<file path="config.mk">
export PLATFORM = sky130hd
export DESIGN_NAME = rv_front
export DESIGN_NICKNAME = d
export VERILOG_FILES = /design/src/hdl/rv_front_pkg.sv /design/src/hdl/rv_front.sv /design/src/hdl/id_stage.sv /design/src/hdl/imm_extractor.sv /design/src/hdl/ir_fifo.sv /design/src/hdl/if_fetch.sv
export VERILOG_INCLUDE_DIRS = /design/src /design/src/hdl
export SDC_FILE = /design/constraint.sdc
export NUM_CORES = 1
export LEC_CHECK = 0
export BUFFER_PORTS_ARGS = -buffer_cell sky130_fd_sc_hd__buf_2
export CORE_MARGIN = 2
export CORE_UTILIZATION = 63
export DETAILED_ROUTE_END_ITERATION = 16
export GPL_TIMING_DRIVEN = 0
export PLACE_DENSITY = 0.82
export SLEW_MARGIN = 5
export SYNTH_ARGS = -nofsm -noshare
export SYNTH_HDL_FRONTEND = slang
export SYNTH_HIERARCHICAL = 1
export SYNTH_SLANG_ARGS = --single-unit
</file>
<file path="constraint.sdc">
create_clock -name clk -period 14.6 [get_ports clk]
set_input_delay 0.73 -clock clk [delete_from_list [all_inputs] [get_ports clk]]
set_output_delay 0.73 -clock clk [all_outputs]
set_load 0.02 [all_outputs]
</file>
<file path="src/hdl/rv_front_params.svh">
`ifndef RV_FRONT_PARAMS_SVH
`define RV_FRONT_PARAMS_SVH

// RV32I major opcodes
`define RV_OP_LUI    7'b0110111
`define RV_OP_AUIPC  7'b0010111
`define RV_OP_JAL    7'b1101111
`define RV_OP_JALR   7'b1100111
`define RV_OP_BRANCH 7'b1100011
`define RV_OP_LOAD   7'b0000011
`define RV_OP_STORE  7'b0100011
`define RV_OP_IMM    7'b0010011
`define RV_OP_REG    7'b0110011
// Shared by CSR access, ecall and ebreak
`define RV_OP_SYSTEM 7'b1110011

// First fetch address after reset
`define RV_RESET_PC 32'h0000_0000

// Instruction buffer entries
`define RV_FIFO_DEPTH 4

`endif
</file>
<file path="src/hdl/rv_front_pkg.sv">
package rv_front_pkg;

    // Immediate formats recognised by the decoder
    typedef enum logic [2:0] {
        IMM_I     = 3'b000,
        IMM_B     = 3'b001,
        IMM_S     = 3'b010,
        IMM_U     = 3'b011,
        IMM_J     = 3'b100,
        IMM_SHAMT = 3'b101,
        IMM_CSR   = 3'b110,
        IMM_NONE  = 3'b111
    } imm_kind_e;

    // One fetched word with the address it came from
    typedef struct packed {
        logic [31:0] pc;
        logic [31:0] ir;
    } fetch_item_t;

    // Decoded instruction handed to the EX stage
    typedef struct packed {
        logic [31:0] pc;
        logic [4:0]  rs1;
        logic [4:0]  rs2;
        logic [4:0]  rd;
        logic [6:0]  opcode;
        logic [2:0]  funct3;
        logic [6:0]  funct7;
        logic [11:0] csr_addr;
        logic [31:0] imm;
        // Active low, 0 means write
        logic        wr_reg_n;
        logic        wr_csr_n;
    } decoded_t;

    // Wishbone classic master request
    typedef struct packed {
        logic        cyc;
        logic        stb;
        logic        we;
        logic [31:0] adr;
    } wb_req_t;

endpackage

</file>
<file path="src/hdl/rv_front.sv">
`timescale 1ns/1ns
`include "rv_front_params.svh"

module rv_front (
    input  logic                   clk,
    input  logic                   rst,
    output rv_front_pkg::wb_req_t  wb_req,
    input  logic [31:0]            wb_dat,
    input  logic                   wb_ack,
    output rv_front_pkg::decoded_t dec,
    output logic                   dec_valid,
    input  logic                   dec_ready
);

    logic                      push;
    rv_front_pkg::fetch_item_t push_item;
    logic                      full;
    logic                      pop;
    rv_front_pkg::fetch_item_t head;
    logic                      empty;

    // Wishbone fetch
    if_fetch u_if_fetch (
        .clk       (clk),
        .rst       (rst),
        .wb_req    (wb_req),
        .wb_dat    (wb_dat),
        .wb_ack    (wb_ack),
        .push      (push),
        .push_item (push_item),
        .full      (full)
    );

    // Instruction buffer between fetch and decode
    ir_fifo #(
        .item_t (rv_front_pkg::fetch_item_t),
        .DEPTH  (`RV_FIFO_DEPTH)
    ) u_ir_fifo (
        .clk       (clk),
        .rst       (rst),
        .push      (push),
        .push_item (push_item),
        .full      (full),
        .pop       (pop),
        .head      (head),
        .empty     (empty)
    );

    id_stage u_id_stage (
        .clk       (clk),
        .rst       (rst),
        .head      (head),
        .empty     (empty),
        .pop       (pop),
        .dec       (dec),
        .dec_valid (dec_valid),
        .dec_ready (dec_ready)
    );

endmodule

</file>
<file path="src/hdl/id_stage.sv">
`timescale 1ns/1ns
`include "rv_front_params.svh"

module id_stage (
    input  logic                      clk,
    input  logic                      rst,
    input  rv_front_pkg::fetch_item_t head,
    input  logic                      empty,
    output logic                      pop,
    output rv_front_pkg::decoded_t    dec,
    output logic                      dec_valid,
    input  logic                      dec_ready
);

    logic [31:0]             ir;
    logic [6:0]              opcode;
    logic [2:0]              funct3;
    logic [4:0]              rd;
    rv_front_pkg::imm_kind_e imm_kind;
    logic [31:0]             imm;
    rv_front_pkg::decoded_t  dec_next;
    logic                    load;

    function automatic rv_front_pkg::imm_kind_e imm_kind_from(
        input logic [6:0] op,
        input logic [2:0] f3
    );
        case (op)
            `RV_OP_LUI,
            `RV_OP_AUIPC:  return rv_front_pkg::IMM_U;
            `RV_OP_JAL:    return rv_front_pkg::IMM_J;
            `RV_OP_JALR,
            `RV_OP_LOAD:   return rv_front_pkg::IMM_I;
            `RV_OP_BRANCH: return rv_front_pkg::IMM_B;
            `RV_OP_STORE:  return rv_front_pkg::IMM_S;
            `RV_OP_IMM: begin
                // SLLI, SRLI and SRAI carry a shamt
                if (f3 == 3'b001 || f3 == 3'b101) begin
                    return rv_front_pkg::IMM_SHAMT;
                end
                return rv_front_pkg::IMM_I;
            end
            `RV_OP_SYSTEM: return rv_front_pkg::IMM_CSR;
            default:       return rv_front_pkg::IMM_NONE;
        endcase
    endfunction

    // Whitelist of opcodes that write rd
    function automatic logic wr_reg_n_from(
        input logic [6:0] op,
        input logic [4:0] rd_f,
        input logic [2:0] f3
    );
        logic allowed;
        case (op)
            `RV_OP_LUI, `RV_OP_AUIPC, `RV_OP_IMM, `RV_OP_REG,
            `RV_OP_LOAD, `RV_OP_JAL, `RV_OP_JALR: allowed = 1'b1;
            `RV_OP_SYSTEM: allowed = (f3 != 3'b000);
            default:       allowed = 1'b0;
        endcase
        // x0 is hardwired to zero
        return (rd_f == 5'd0) || !allowed;
    endfunction

    // ecall and ebreak share the opcode but have funct3 zero
    function automatic logic wr_csr_n_from(
        input logic [6:0] op,
        input logic [2:0] f3
    );
        return !((op == `RV_OP_SYSTEM) && (f3 != 3'b000));
    endfunction

    assign ir       = head.ir;
    assign opcode   = ir[6:0];
    assign funct3   = ir[14:12];
    assign rd       = ir[11:7];
    assign imm_kind = imm_kind_from(opcode, funct3);

    imm_extractor u_imm_extractor (
        .ir       (ir),
        .imm_kind (imm_kind),
        .imm      (imm)
    );

    always_comb begin
        dec_next.pc       = head.pc;
        dec_next.rs1      = ir[19:15];
        dec_next.rs2      = ir[24:20];
        dec_next.rd       = rd;
        dec_next.opcode   = opcode;
        dec_next.funct3   = funct3;
        dec_next.funct7   = ir[31:25];
        dec_next.csr_addr = ir[31:20];
        dec_next.imm      = imm;
        dec_next.wr_reg_n = wr_reg_n_from(opcode, rd, funct3);
        dec_next.wr_csr_n = wr_csr_n_from(opcode, funct3);
    end

    // Load when a word is waiting and the output slot is free or draining
    assign load = !empty && (!dec_valid || dec_ready);
    assign pop  = load;

    always_ff @(posedge clk) begin
        if (rst) begin
            dec_valid <= 1'b0;
        end else if (load) begin
            dec_valid <= 1'b1;
        end else if (dec_ready) begin
            dec_valid <= 1'b0;
        end
    end

    // Bundle holds while stalled
    always_ff @(posedge clk) begin
        if (load) begin
            dec <= dec_next;
        end
    end

endmodule

</file>
<file path="src/hdl/imm_extractor.sv">
`timescale 1ns/1ns

module imm_extractor (
    input  logic [31:0]             ir,
    input  rv_front_pkg::imm_kind_e imm_kind,
    output logic [31:0]             imm
);

    always_comb begin
        case (imm_kind)
            rv_front_pkg::IMM_I: begin
                imm = {{20{ir[31]}}, ir[31:20]};
            end
            rv_front_pkg::IMM_B: begin
                // Branch offsets are always even
                imm = {{19{ir[31]}}, ir[31], ir[7], ir[30:25], ir[11:8], 1'b0};
            end
            rv_front_pkg::IMM_S: begin
                imm = {{20{ir[31]}}, ir[31:25], ir[11:7]};
            end
            rv_front_pkg::IMM_U: begin
                imm = {ir[31:12], 12'b0};
            end
            rv_front_pkg::IMM_J: begin
                imm = {{11{ir[31]}}, ir[31], ir[19:12], ir[20], ir[30:21], 1'b0};
            end
            rv_front_pkg::IMM_SHAMT: begin
                // Shift amount, unsigned
                imm = {27'b0, ir[24:20]};
            end
            rv_front_pkg::IMM_CSR: begin
                // uimm sits in the rs1 field
                imm = {27'b0, ir[19:15]};
            end
            default: begin
                imm = 32'b0;
            end
        endcase
    end

endmodule

</file>
<file path="src/hdl/ir_fifo.sv">
`timescale 1ns/1ns

module ir_fifo #(
    parameter type item_t = rv_front_pkg::fetch_item_t,
    parameter int  DEPTH  = 4
) (
    input  logic  clk,
    input  logic  rst,
    input  logic  push,
    input  item_t push_item,
    output logic  full,
    input  logic  pop,
    output item_t head,
    output logic  empty
);

    // Keeps pointers at least one bit wide for a single entry
    localparam int AW = (DEPTH > 1) ? $clog2(DEPTH) : 1;
    localparam int CW = $clog2(DEPTH + 1);

    item_t           mem [DEPTH];
    logic [AW-1:0]   wr_ptr;
    logic [AW-1:0]   rd_ptr;
    logic [CW-1:0]   count;
    logic            do_push;
    logic            do_pop;

    assign do_push = push && !full;
    assign do_pop  = pop && !empty;

    assign full  = (count == CW'(DEPTH));
    assign empty = (count == '0);
    assign head  = mem[rd_ptr];

    // Storage
    always_ff @(posedge clk) begin
        if (do_push) begin
            mem[wr_ptr] <= push_item;
        end
    end

    // Pointers wrap at DEPTH
    always_ff @(posedge clk) begin
        if (rst) begin
            wr_ptr <= '0;
            rd_ptr <= '0;
            count  <= '0;
        end else begin
            if (do_push) begin
                wr_ptr <= (wr_ptr == AW'(DEPTH - 1)) ? '0 : wr_ptr + 1'b1;
            end
            if (do_pop) begin
                rd_ptr <= (rd_ptr == AW'(DEPTH - 1)) ? '0 : rd_ptr + 1'b1;
            end
            // Simultaneous push and pop leaves the count alone
            if (do_push && !do_pop) begin
                count <= count + 1'b1;
            end else if (do_pop && !do_push) begin
                count <= count - 1'b1;
            end
        end
    end

endmodule

</file>
<file path="src/hdl/if_fetch.sv">
`timescale 1ns/1ns
`include "rv_front_params.svh"

module if_fetch (
    input  logic                      clk,
    input  logic                      rst,
    output rv_front_pkg::wb_req_t     wb_req,
    input  logic [31:0]               wb_dat,
    input  logic                      wb_ack,
    output logic                      push,
    output rv_front_pkg::fetch_item_t push_item,
    input  logic                      full
);

    typedef enum logic {
        ST_IDLE,
        ST_BUS
    } fetch_state_e;

    fetch_state_e state;
    logic [31:0]  pc;

    // One bus cycle at a time, so nothing is in flight while idle
    always_ff @(posedge clk) begin
        if (rst) begin
            state <= ST_IDLE;
            pc    <= `RV_RESET_PC;
        end else begin
            case (state)
                ST_IDLE: begin
                    // Only start when the FIFO can take the word
                    if (!full) begin
                        state <= ST_BUS;
                    end
                end
                ST_BUS: begin
                    if (wb_ack) begin
                        // stb drops for at least one cycle after ack
                        state <= ST_IDLE;
                        pc    <= pc + 32'd4;
                    end
                end
                default: begin
                    state <= ST_IDLE;
                end
            endcase
        end
    end

    // Bus request held stable for the whole cycle
    always_comb begin
        wb_req.cyc = (state == ST_BUS);
        wb_req.stb = (state == ST_BUS);
        wb_req.we  = 1'b0;
        wb_req.adr = pc;
    end

    // Word goes into the FIFO on the ack edge
    always_comb begin
        push         = (state == ST_BUS) && wb_ack;
        push_item.pc = pc;
        push_item.ir = wb_dat;
    end

endmodule

</file>
==> run metrics, run 1 <==
DR vias/cell about 5.7; ys async rst share 0%; final setup violation count 0; Non-Filler Instances 1403; routed vias ~8k; final worst-path cycle share 24.8%; Netlist cell types 67; Seq/Total Area, Yosys between 70 and 80%; reg-to-reg slack, setup around 11 ns; Met1 Routed Length 11.6 mm; arrival time worst endpoint 3.88 ns; worst hold path stage count 1; DR WL met3 1.54 mm; leakage between 0.006 and 0.007 µW; row count 57; EDFF count, synth between 300 and 400; share of cells above drive strength 1 37.5%; Die Y roughly 160 µm; Pwr Density about 190 nW/µm²; I/O Buffers around 150; CORE AREA 24300 µm²; Final Hold Fails 0; area share of the leading cell type in the synthesized netlist roughly two thirds; Final Slew Violations 0; final instance area ~18000 µm²; Sum Neg Setup Slack 0 ns; die area 26100 µm²; Slew @ Worst Pin around 0.63 ns; Initial Utilization approximately 64%; clk buf depth 3; slowest CP cell mux4_2; Fmax between 0.2 and 0.3 GHz; min-delay src wb_dat[2]; Clock Latency Late Sink just over 0.5 ns; Initial DRC Count between 600 and 700; post_cts resized 0; initial antenna violation count 1; critical-path cell list clkbuf_1, buf_2, mux4_2, and4bb_1, a211o_1, o211ai_1, buf_6, nor2b_4, o21ba_1, a221o_1; global-route wire length before repair roughly 44 mm; Inserted Clock Buffers 38; area leader, netlist edfxtp_1; power share of the clock group 28.7%; GRT Total Usage about 22%; status completed; Logic pwr share 26.9%; synth top area cells edfxtp_1 (68%), mux4_2 (9.2%), dfxtp_1 (5.3%); RSZ-0062 raised after global routing no; flops & latches, synth 395; DRT Wirelength ~28 mm; CTS tree yes; CP startpoint kind register; Boundary Pins roughly 180; Synth Cell Area 15600 µm²; DP HPWL 17.5 mm; Worst slew margin between 50% and 60%; Fin Clk Skew 0.0119 ns; GP Congestion around 0.82; Required @ worst endpoint 14.85 ns; die span in x roughly 160 µm; largest fanout on the critical path 10; Seq pwr share about 44%; largest net degree at the start of global routing 51; Reg clk slew, reported paths ~0.060 ns; # fillers between 1k and 1.5k; area grow syn2layout 16.8%; Post-CTS Setup Inserts 0; Max H-tree Level 2; CP endpoint kind register; Most used DFF post-synth edfxtp_1; WS Path Type reg -> reg; post-placement cell count 1333; Residual DRC 0; wire per inst ~20 µm; Mean Syn Cell Area 18.3 µm²; router iterations before antenna repair 5; Root Driver clkbuf_16; R2R cell count 10; min Tclk post-route ~3.6 ns; Hold Slack roughly 0.42 ns; cell count after synthesis about 850; Top Layer Used met5; grt ovf 0; metal2 WL 14.5 mm; Switching Fraction between 20% and 30%; nets 1093; placed cell area about 17000 µm²; Yosys warning count 6; max-capacitance violation count 0; fin util approximately 75%; Post-DRT Antenna Nets 0; Multi-input gate area 3310 µm²; Hold Crit Class in -> reg; Ant. Diodes 0; register area approximately 11000 µm²; Num Clock Sinks just under 400; crit-path max cell delay ~0.47 ns; VDD IR max 0.168 mV; vias in the first global route about 8k; CTS Hold Bufs 0; Internal 2440 µW; Psw 1000 µW
logic make-up after synthesis:
kind of cell               after synthesis  share of synthesized area [%]
DFF                                    395                           73.3
and+or+nand+nor                        137                           5.76
buffers and inverters                  127                           5.77
AOI/OAI and AO/OA                      101                           4.12
muxes                                   69                           9.55
xor gates and xnor gates                13                          0.729
adders and majority gates                9                          0.761
other                                    1                         0.0240
power by group through the flow:
stage | combinational (µW) | clock, µW | sequential (µW)
floorplan | 453 | 0 | 1760
global placement | 893 | 0 | 1580
detailed placement | 934 | 0 | 1550
finish | 926 | 987 | 1530
global route | 992 | 1050 | 1550
CTS | 936 | 1010 | 1530
final cells by class:
class                   count  share of cell area (%)
clock inverters            13                   0.741
repair buffers            153                    4.85
inverters                  10                   0.233
well taps                 324                    2.22
multi-input cells         334                    18.1
plain buffers             117                    4.71
flip-flops and latches    395                    62.8
clock buffers              57                    6.34
layout by cell type, fill, tap and decap left out, types with 4 or more instances in the layout:
master / instances
xor2_1: 11
a221o_1: 4
nor2_1: 19
or3_1: 10
mux2i_1: 4
a22o_1: 5
buf_12: 5
a21o_1: 13
and4_1: 6
dfxtp_1: 41
nor3_1: 7
o21ai_1: 10
edfxtp_1: 354
nor2b_1: 6
a21oi_1: 39
and3_4: 4
clkbuf_8: 7
ha_1: 7
or4_1: 8
and2b_1: 5
nand2_1: 14
clkinv_1: 6
buf_4: 84
nand4_1: 6
clkbuf_16: 41
o21ai_0: 5
o31ai_1: 9
nor3b_1: 6
and2_1: 4
buf_2: 158
buf_6: 12
inv_1: 9
nand3_1: 11
clkbuf_1: 17
conb_1: 5
o22ai_1: 7
mux4_2: 64
per-stage QoR:
stage / setup WS (ns) / total power (µW)
final: 10.97 / 3440
after global routing: 10.72 / 3590
after CTS: 10.92 / 3480
after detailed placement: 10.97 / 2490
after global placement: 4.84 / 2480
after floorplan: 7.46 / 2210
synthesized netlist by cell type (10+ instances only):
library cell  count
xor2_1           11
or3_1            10
edfxtp_1        354
buf_4            84
nor2_1           19
a21oi_1          39
a21o_1           13
nand3_1          11
dfxtp_1          41
buf_6            12
mux4_2           64
nand2_1          14
buf_2            12
o21ai_1          10
final timing paths:
check                                           end
worst min-delay path            u_ir_fifo/mem[0][2]
worst min register to register  u_ir_fifo/rd_ptr[0]
worst max-delay path              u_id_stage/dec[6]
worst max register to register    u_id_stage/dec[6]
layer usage:
layer  vias to the layer above  GRT usage [%]
li1                       3674              -
met1                      4010           29.8
met2                       259           37.6
met3                        49           3.95
met4                         2           6.70
met5                         -              0
flip-flops by register name (all words and copies together), names as in the netlist, named ones only:
signal and flops:
u_ir_fifo/rd_ptr 2, u_if_fetch/pc 30, u_id_stage/dec_valid 1, u_ir_fifo/mem 256
u_ir_fifo/count 3, u_if_fetch/state 1, u_ir_fifo/wr_ptr 2, u_id_stage/dec 98
critical path, delay by kind of cell (launching register included):
family,cells,cell delay [ns]
AND/OR/NAND/NOR,2,0.31
flip-flops,1,0.30
buffers and inverters,3,1.05
AO/OA/AOI/OAI,4,1.22
multiplexers,1,0.47
Note: power is estimated with default switching activity, not from simulation.
==> run 2, diff against run 1 <==
--- a/config.mk
+++ b/config.mk
@@ -8,10 +8,10 @@
 export LEC_CHECK = 0
 export BUFFER_PORTS_ARGS = -buffer_cell sky130_fd_sc_hd__buf_2
 export CORE_MARGIN = 2
-export CORE_UTILIZATION = 63
+export CORE_UTILIZATION = 58
 export DETAILED_ROUTE_END_ITERATION = 16
 export GPL_TIMING_DRIVEN = 0
-export PLACE_DENSITY = 0.82
+export PLACE_DENSITY = 0.76
 export SLEW_MARGIN = 5
 export SYNTH_ARGS = -nofsm -noshare
 export SYNTH_HDL_FRONTEND = slang
==> constraint.sdc (replaced) <==
create_clock -name clk -period 3.65 [get_ports clk]
set_input_delay 0.1825 -clock clk [delete_from_list [all_inputs] [get_ports clk]]
set_output_delay 0.1825 -clock clk [all_outputs]
set_load 0.02 [all_outputs]
==> run 2 against run 1 <==
- routed wire length is 1.6% higher
- core utilization is 5.8 points lower
- global-route usage is 1.9 points lower
- first-iteration DRC count is 3.8% lower
- count of clock-buffer cells in the layout is 3 lower
- flip-flop and latch count stayed put
- clock power grew to 3.7 times the previous value
==> run metrics, run 2 (synthesis gave the netlist of run 1 again) <==
clk buf depth 3 (unchanged); router iterations before antenna repair 5 (unchanged); row count 60 (+5.3%); die span in x 168 µm (+4.1%); Max H-tree Level 2 (unchanged); RSZ-0062 raised after global routing no; Initial Utilization 58.5% (-5.8 points); Root Driver clkbuf_16; FF-to-FF End u_id_stage/dec[5]; CP startpoint kind register; GRT Total Usage 20.2% (-1.9 points); crit-path max cell delay 0.63 ns (+0.16 ns); GP Congestion 0.847 (+2.8%); CP endpoint kind register; Required @ worst endpoint 3.90 ns (-10.95 ns); reg-to-reg slack, setup 0.16 ns (-10.81 ns); CORE AREA 26700 µm² (+9.9%); Reg with most FFs u_ir_fifo/mem; DRT Wirelength 28.7 mm (+1.6%); Die Y 168 µm (+4.1%); Slew @ Worst Pin 0.621 ns (-0.00721 ns); leading cell type in the layout, fill and taps excluded edfxtp_1; leakage 0.00674 µW (+1.3%); VDD IR max 0.407 mV (+140%); WS Path Type reg -> reg; I/O Buffers 146 (unchanged); most frequent cells in the layout edfxtp_1 (354), buf_2 (158), buf_4 (84); status completed; Inserted Clock Buffers 40 (+5.3%); Post-DRT Antenna Nets 0 (unchanged); die area 28300 µm² (+8.4%); Residual DRC 0 (unchanged); nets 1128 (+3.2%); final worst-path cycle share 95.6% (+71 points); R2R cell count 10 (unchanged); Final Slew Violations 0 (unchanged); share of cells above drive strength 1 36.4% (-1.2 points); total power 13600 µW (+290%); Hold Slack 0.0839 ns (-0.335 ns); Multi-input gate area 3310 µm² (unchanged); Initial DRC Count 584 (-3.8%); Fin Clk Skew 0.0173 ns (+0.00538 ns); largest net degree at the start of global routing 47 (-7.8%); slowest CP cell mux4_2; Worst slew margin 58.5% (+0.72 points); top flop regs u_ir_fifo/mem (256), u_id_stage/dec (98), u_if_fetch/pc (30); routed vias 8000 (+0.075%); initial antenna violation count 0 (-1); final instance area 18500 µm² (+1.4%); min Tclk post-route 3.49 ns (-0.137 ns); Non-Filler Instances 1455 (+3.7%); Final Hold Fails 0 (unchanged); Reg clk slew, reported paths 0.06 ns (about the same); Pwr Density 732 nW/µm² (+290%); Sum Neg Setup Slack 0 ns (unchanged); global-route wire length before repair 43.9 mm (-0.61%); crit path to u_id_stage/dec[5]; # fillers 1777 (+26%); Post-CTS Setup Inserts 0 (unchanged); final setup violation count 0 (unchanged); Ant. Diodes 0 (unchanged); CTS tree yes; max-capacitance violation count 0 (unchanged); wire per inst 19.7 µm (-2.0%); area grow syn2layout 18.5%; vias in the first global route 7853 (-2.3%); largest fanout on the critical path 10 (unchanged); Num Clock Sinks 395 (unchanged); Clock Latency Late Sink 0.51 ns (about the same); Worst path most repeated cell buf_6; Fmax 0.287 GHz (+3.9%); arrival time worst endpoint 3.74 ns (-0.14 ns); grt ovf 0 (unchanged); Boundary Pins 182 (unchanged); DP HPWL 17.8 mm (+1.3%); placed cell area 17000 µm² (+0.17%); Hold Crit Class in -> reg; register area 11500 µm² (about the same); critical-path cell list buf_4, buf_6, mux4_2, and4bb_1, a211o_1, o211ai_1, buf_6, nor2b_4, o21ba_1, a221o_1; post-placement cell count 1350 (+1.3%); Largest register FFs 256 (unchanged); DR vias/cell 5.50 (-3.5%)
[run 2: changes by cell type in the layout (fill, tap and decap cells not counted), sizes merged]
cell,previous run,this run
clkbuf,65,61
dlygate4sd3,0,34
bufinv,3,0
clkinvlp,1,5
clkinv,10,14
[run 2: critical path: cells and delay by family, from the launching register on]
kind                   cells  cell delay, ns
AO/OA/AOI/OAI              4            1.27
AND/OR/NAND/NOR            2            0.32
flip-flops                 1            0.31
multiplexers               1            0.63
buffers and inverters      3            0.71
[run 2: cell type report]
type	instances	area share [%]
Clock buffer	54	5.91
Timing Repair Buffer	187	6.66
Multi-Input combinational cell	334	17.9
Clock inverter	18	0.507
Buffer	116	4.62
Tap cell	341	2.30
Sequential cell	395	61.9
Inverter	10	0.230
[run 2: timing repair]
| item | in CTS | in global routing |
|---|---|---|
| hold buffers | 34 | 0 |
| hold endpoints to repair | 129 | 0 |
| gates resized for setup | 0 | 1 |
| setup endpoints to repair | 14 | 14 |
[run 2: worst min path at each step]
stage | from | end | slack, ns | cells past startpoint
after floorplan | rst | u_id_stage/dec_valid | 0.25 | 1
after global placement | wb_dat[3] | u_ir_fifo/mem[2][3] | 0.38 | 1
after detailed placement | wb_dat[5] | u_ir_fifo/mem[1][5] | 0.39 | 1
after CTS | rst | u_if_fetch/pc[31] | 0.07 | 3
after global routing | rst | u_if_fetch/pc[31] | 0.07 | 3
final | rst | u_if_fetch/pc[31] | 0.08 | 3
[run 2: through the flow]
stage | util, % | worst slack, ns
4_1_cts | 69.3 | 0.0807
3_3_place_gp | 62.9 | -0.925
5_1_grt | 69.3 | 0.00263
3_5_place_dp | 63.5 | -0.0931
6_report | 69.3 | 0.161
2_1_floorplan | - | 0.147
[run 2: metal layers]
metal / GRT usage (%) / vias up / wire length (µm)
met5: 0 / - / 0
met3: 3.36 / 27 / 1390
li1: - / 3763 / -
met1: 27.9 / 3973 / 12300
met2: 34.2 / 237 / 14500
met4: 5.02 / 0 / 382
[run 2: power by group]
group          internal [µW]  leakage, µW  switching (µW)
combinational           1500      0.00255            2260
sequential              5900      0.00362             224
clock                   2100     0.000568            1570
total                   9500      0.00674            4060
==> run 3, diff against run 2 <==
--- a/config.mk
+++ b/config.mk
@@ -8,11 +8,10 @@
 export LEC_CHECK = 0
 export BUFFER_PORTS_ARGS = -buffer_cell sky130_fd_sc_hd__buf_2
 export CORE_MARGIN = 2
-export CORE_UTILIZATION = 58
+export CORE_UTILIZATION = 63
 export DETAILED_ROUTE_END_ITERATION = 16
 export GPL_TIMING_DRIVEN = 0
-export PLACE_DENSITY = 0.76
-export SLEW_MARGIN = 5
+export PLACE_DENSITY = 0.82
 export SYNTH_ARGS = -nofsm -noshare
 export SYNTH_HDL_FRONTEND = slang
 export SYNTH_HIERARCHICAL = 1
==> constraint.sdc (replaced) <==
create_clock -name clk -period 4.1 [get_ports clk]
set_input_delay 0.205 -clock clk [delete_from_list [all_inputs] [get_ports clk]]
set_output_delay 0.205 -clock clk [all_outputs]
set_load 0.02 [all_outputs]
==> run 3 against run 2 <==
- core utilization increased by 7.0 points
- clock power decreased by 6.3%
- maximum frequency decreased by 6.9%
- setup slack improved by 0.19 ns
- register-to-register slack improved by 0.19 ns
- final cell count decreased by 1.3%
- total power decreased by 9.4%
- flip-flop and latch count unchanged
- critical path type unchanged
- largest cell class unchanged
==> run metrics, run 3 (synthesis gave the netlist of run 1 again) <==
Initial Utilization 64.3% (+5.8 points); R2R cell count 10 (unchanged); Reg with most FFs u_ir_fifo/mem; die area 26100 µm² (-7.8%); row count 57 (-5.0%); most frequent cells in the layout edfxtp_1 (354), buf_2 (158), buf_4 (84); post-placement cell count 1333 (-1.3%); GRT Total Usage 23.5% (+3.4 points); Clock Latency Late Sink 0.51 ns (about the same); total power 12300 µW (-9.4%); max-capacitance violation count 0 (unchanged); CP startpoint kind register; Final Slew Violations 0 (unchanged); Psw 3650 µW (-10%); Num Clock Sinks 395 (unchanged); Internal 8630 µW (-9.1%); Switching Fraction 29.7% (-0.21 points); final worst-path cycle share 91.4% (-4.2 points); arrival time worst endpoint 4.00 ns (+0.26 ns); wire per inst 20.9 µm (+6.1%); VDD IR max 0.460 mV (+13%); DR vias/cell 5.75 (+4.7%); Die Y 161 µm (-4.0%); Final Hold Fails 0 (unchanged); final setup violation count 0 (unchanged); largest net degree at the start of global routing 43 (-8.5%); router iterations before antenna repair 7 (+2); WS Path Type reg -> reg; Ant. Diodes 0 (unchanged); die span in x 161 µm (-4.0%); GP Congestion 0.840 (-0.86%); I/O Buffers 146 (unchanged); status completed; area grow syn2layout 18.6%; reg-to-reg slack, setup 0.35 ns (+0.19 ns); post_cts resized 0 (unchanged); # fillers 1350 (-24%); Post-DRT Antenna Nets 0 (unchanged); DP HPWL 18.2 mm (+2.4%); Largest register FFs 256 (unchanged); crit path to u_id_stage/dec[6]; clk buf depth 3 (unchanged); Fin Clk Skew 0.0165 ns (-0.000786 ns); share of cells above drive strength 1 36.3% (about the same); top flop regs u_ir_fifo/mem (256), u_id_stage/dec (98), u_if_fetch/pc (30); min Tclk post-route 3.75 ns (+0.260 ns); RSZ-0062 raised after global routing no; vias in the first global route 8336 (+6.2%); min-delay src rst; Boundary Pins 182 (unchanged); Hold Crit Class in -> reg; Root Driver clkbuf_16; largest fanout on the critical path 10 (unchanged); Residual DRC 0 (unchanged); Max H-tree Level 2 (unchanged); power share of the clock group 28.1% (+1.0 points); global-route wire length before repair 46.7 mm (+6.4%); Logic pwr share 27.5% (-0.2 points); leading cell type in the layout, fill and taps excluded edfxtp_1; grt ovf 0 (unchanged); placed cell area 16900 µm² (-0.21%); Seq pwr share 44.4% (-0.8 points); Post-CTS Setup Inserts 0 (unchanged); Inserted Clock Buffers 39 (-2.5%); final worst slack 0.351 ns (+0.190 ns); CP endpoint kind register; nets 1127 (-0.089%); DRT Wirelength 30.0 mm (+4.7%); final instance area 18500 µm² (+0.14%); Fmax 0.267 GHz (-6.9%); routed vias 8264 (+3.3%); FF-to-FF End u_id_stage/dec[6]; initial antenna violation count 0 (unchanged); Required @ worst endpoint 4.35 ns (+0.45 ns); Reg clk slew, reported paths 0.06 ns (about the same); CTS tree yes; leakage 0.00678 µW (+0.56%); DP Worst Slack 0.393 ns (+0.486 ns); Slew @ Worst Pin 0.619 ns (-0.00184 ns); CORE AREA 24300 µm² (-9.0%); Pwr Density 663 nW/µm² (-9.5%); Initial DRC Count 673 (+15%); Non-Filler Instances 1436 (-1.3%); Worst slew margin 58.7% (+0.21 points)
run 3: critical path, stage by stage, from the launching register on:
cell,delay (ns)
dfxtp_1,0.30
clkbuf_1,0.48
buf_2,0.38
mux4_2,0.48
and4bb_1,0.27
a211o_1,0.26
o211ai_1,0.39
buf_6,0.21
nor2b_4,0.06
o21ba_1,0.25
a221o_1,0.38
run 3: routing by layer:
metal	vias up	wire length (µm)	track usage, %	share of wire (%)
met1	4144	12100	31.1	40
met2	318	15400	41.0	51
met3	55	1780	3.72	5.9
met4	0	687	7.06	2.3
met5	-	0	0	0
li1	3747	-	-	-
run 3: worst min path at each step:
stage | slack, ns | end | depth (start not counted)
2_1_floorplan | 0.27 | u_id_stage/dec_valid | 1
3_3_place_gp | 0.41 | u_ir_fifo/mem[2][9] | 1
3_5_place_dp | 0.41 | u_ir_fifo/mem[0][29] | 1
4_1_cts | 0.01 | u_id_stage/dec_valid | 2
5_1_grt | 0.03 | u_id_stage/dec_valid | 2
6_report | 0.02 | u_id_stage/dec_valid | 2
run 3: area by class of cell:
class | count | area (µm²) | area share, %
multi-input cells | 334 | 3310 | 17.9
flip-flops and latches | 395 | 11500 | 61.8
plain buffers | 117 | 860 | 4.64
clock inverters | 10 | 78.8 | 0.425
repair buffers | 186 | 1210 | 6.52
well taps | 324 | 405 | 2.19
inverters | 10 | 42.5 | 0.229
clock buffers | 60 | 1180 | 6.37
run 3: repair_timing:
| item | CTS | global route |
|---|---|---|
| setup endpoints to repair | 0 | 0 |
| endpoints found under the hold margin | 129 | 0 |
| hold buffers | 33 | 0 |
run 3: power by group through the flow:
stage | Sequential (µW) | Clock (µW) | Combinational [µW]
floorplan | 6220 | 0 | 1620
global placement | 5550 | 0 | 3200
detailed placement | 5530 | 0 | 3350
CTS | 5470 | 3500 | 3410
global route | 5520 | 3650 | 3600
finish | 5460 | 3450 | 3380
run 3: through the flow:
| step | TNS, ns | util [%] | hold slack (ns) |
|---|---|---|---|
| after global placement | -0.586 | 69.0 | 0.407 |
| after detailed placement | 0 | 69.7 | 0.408 |
| after global routing | 0 | 76.2 | 0.0326 |
| final | 0 | 76.2 | 0.0154 |
| after floorplan | 0 | - | 0.274 |
| after CTS | 0 | 76.2 | 0.0138 |
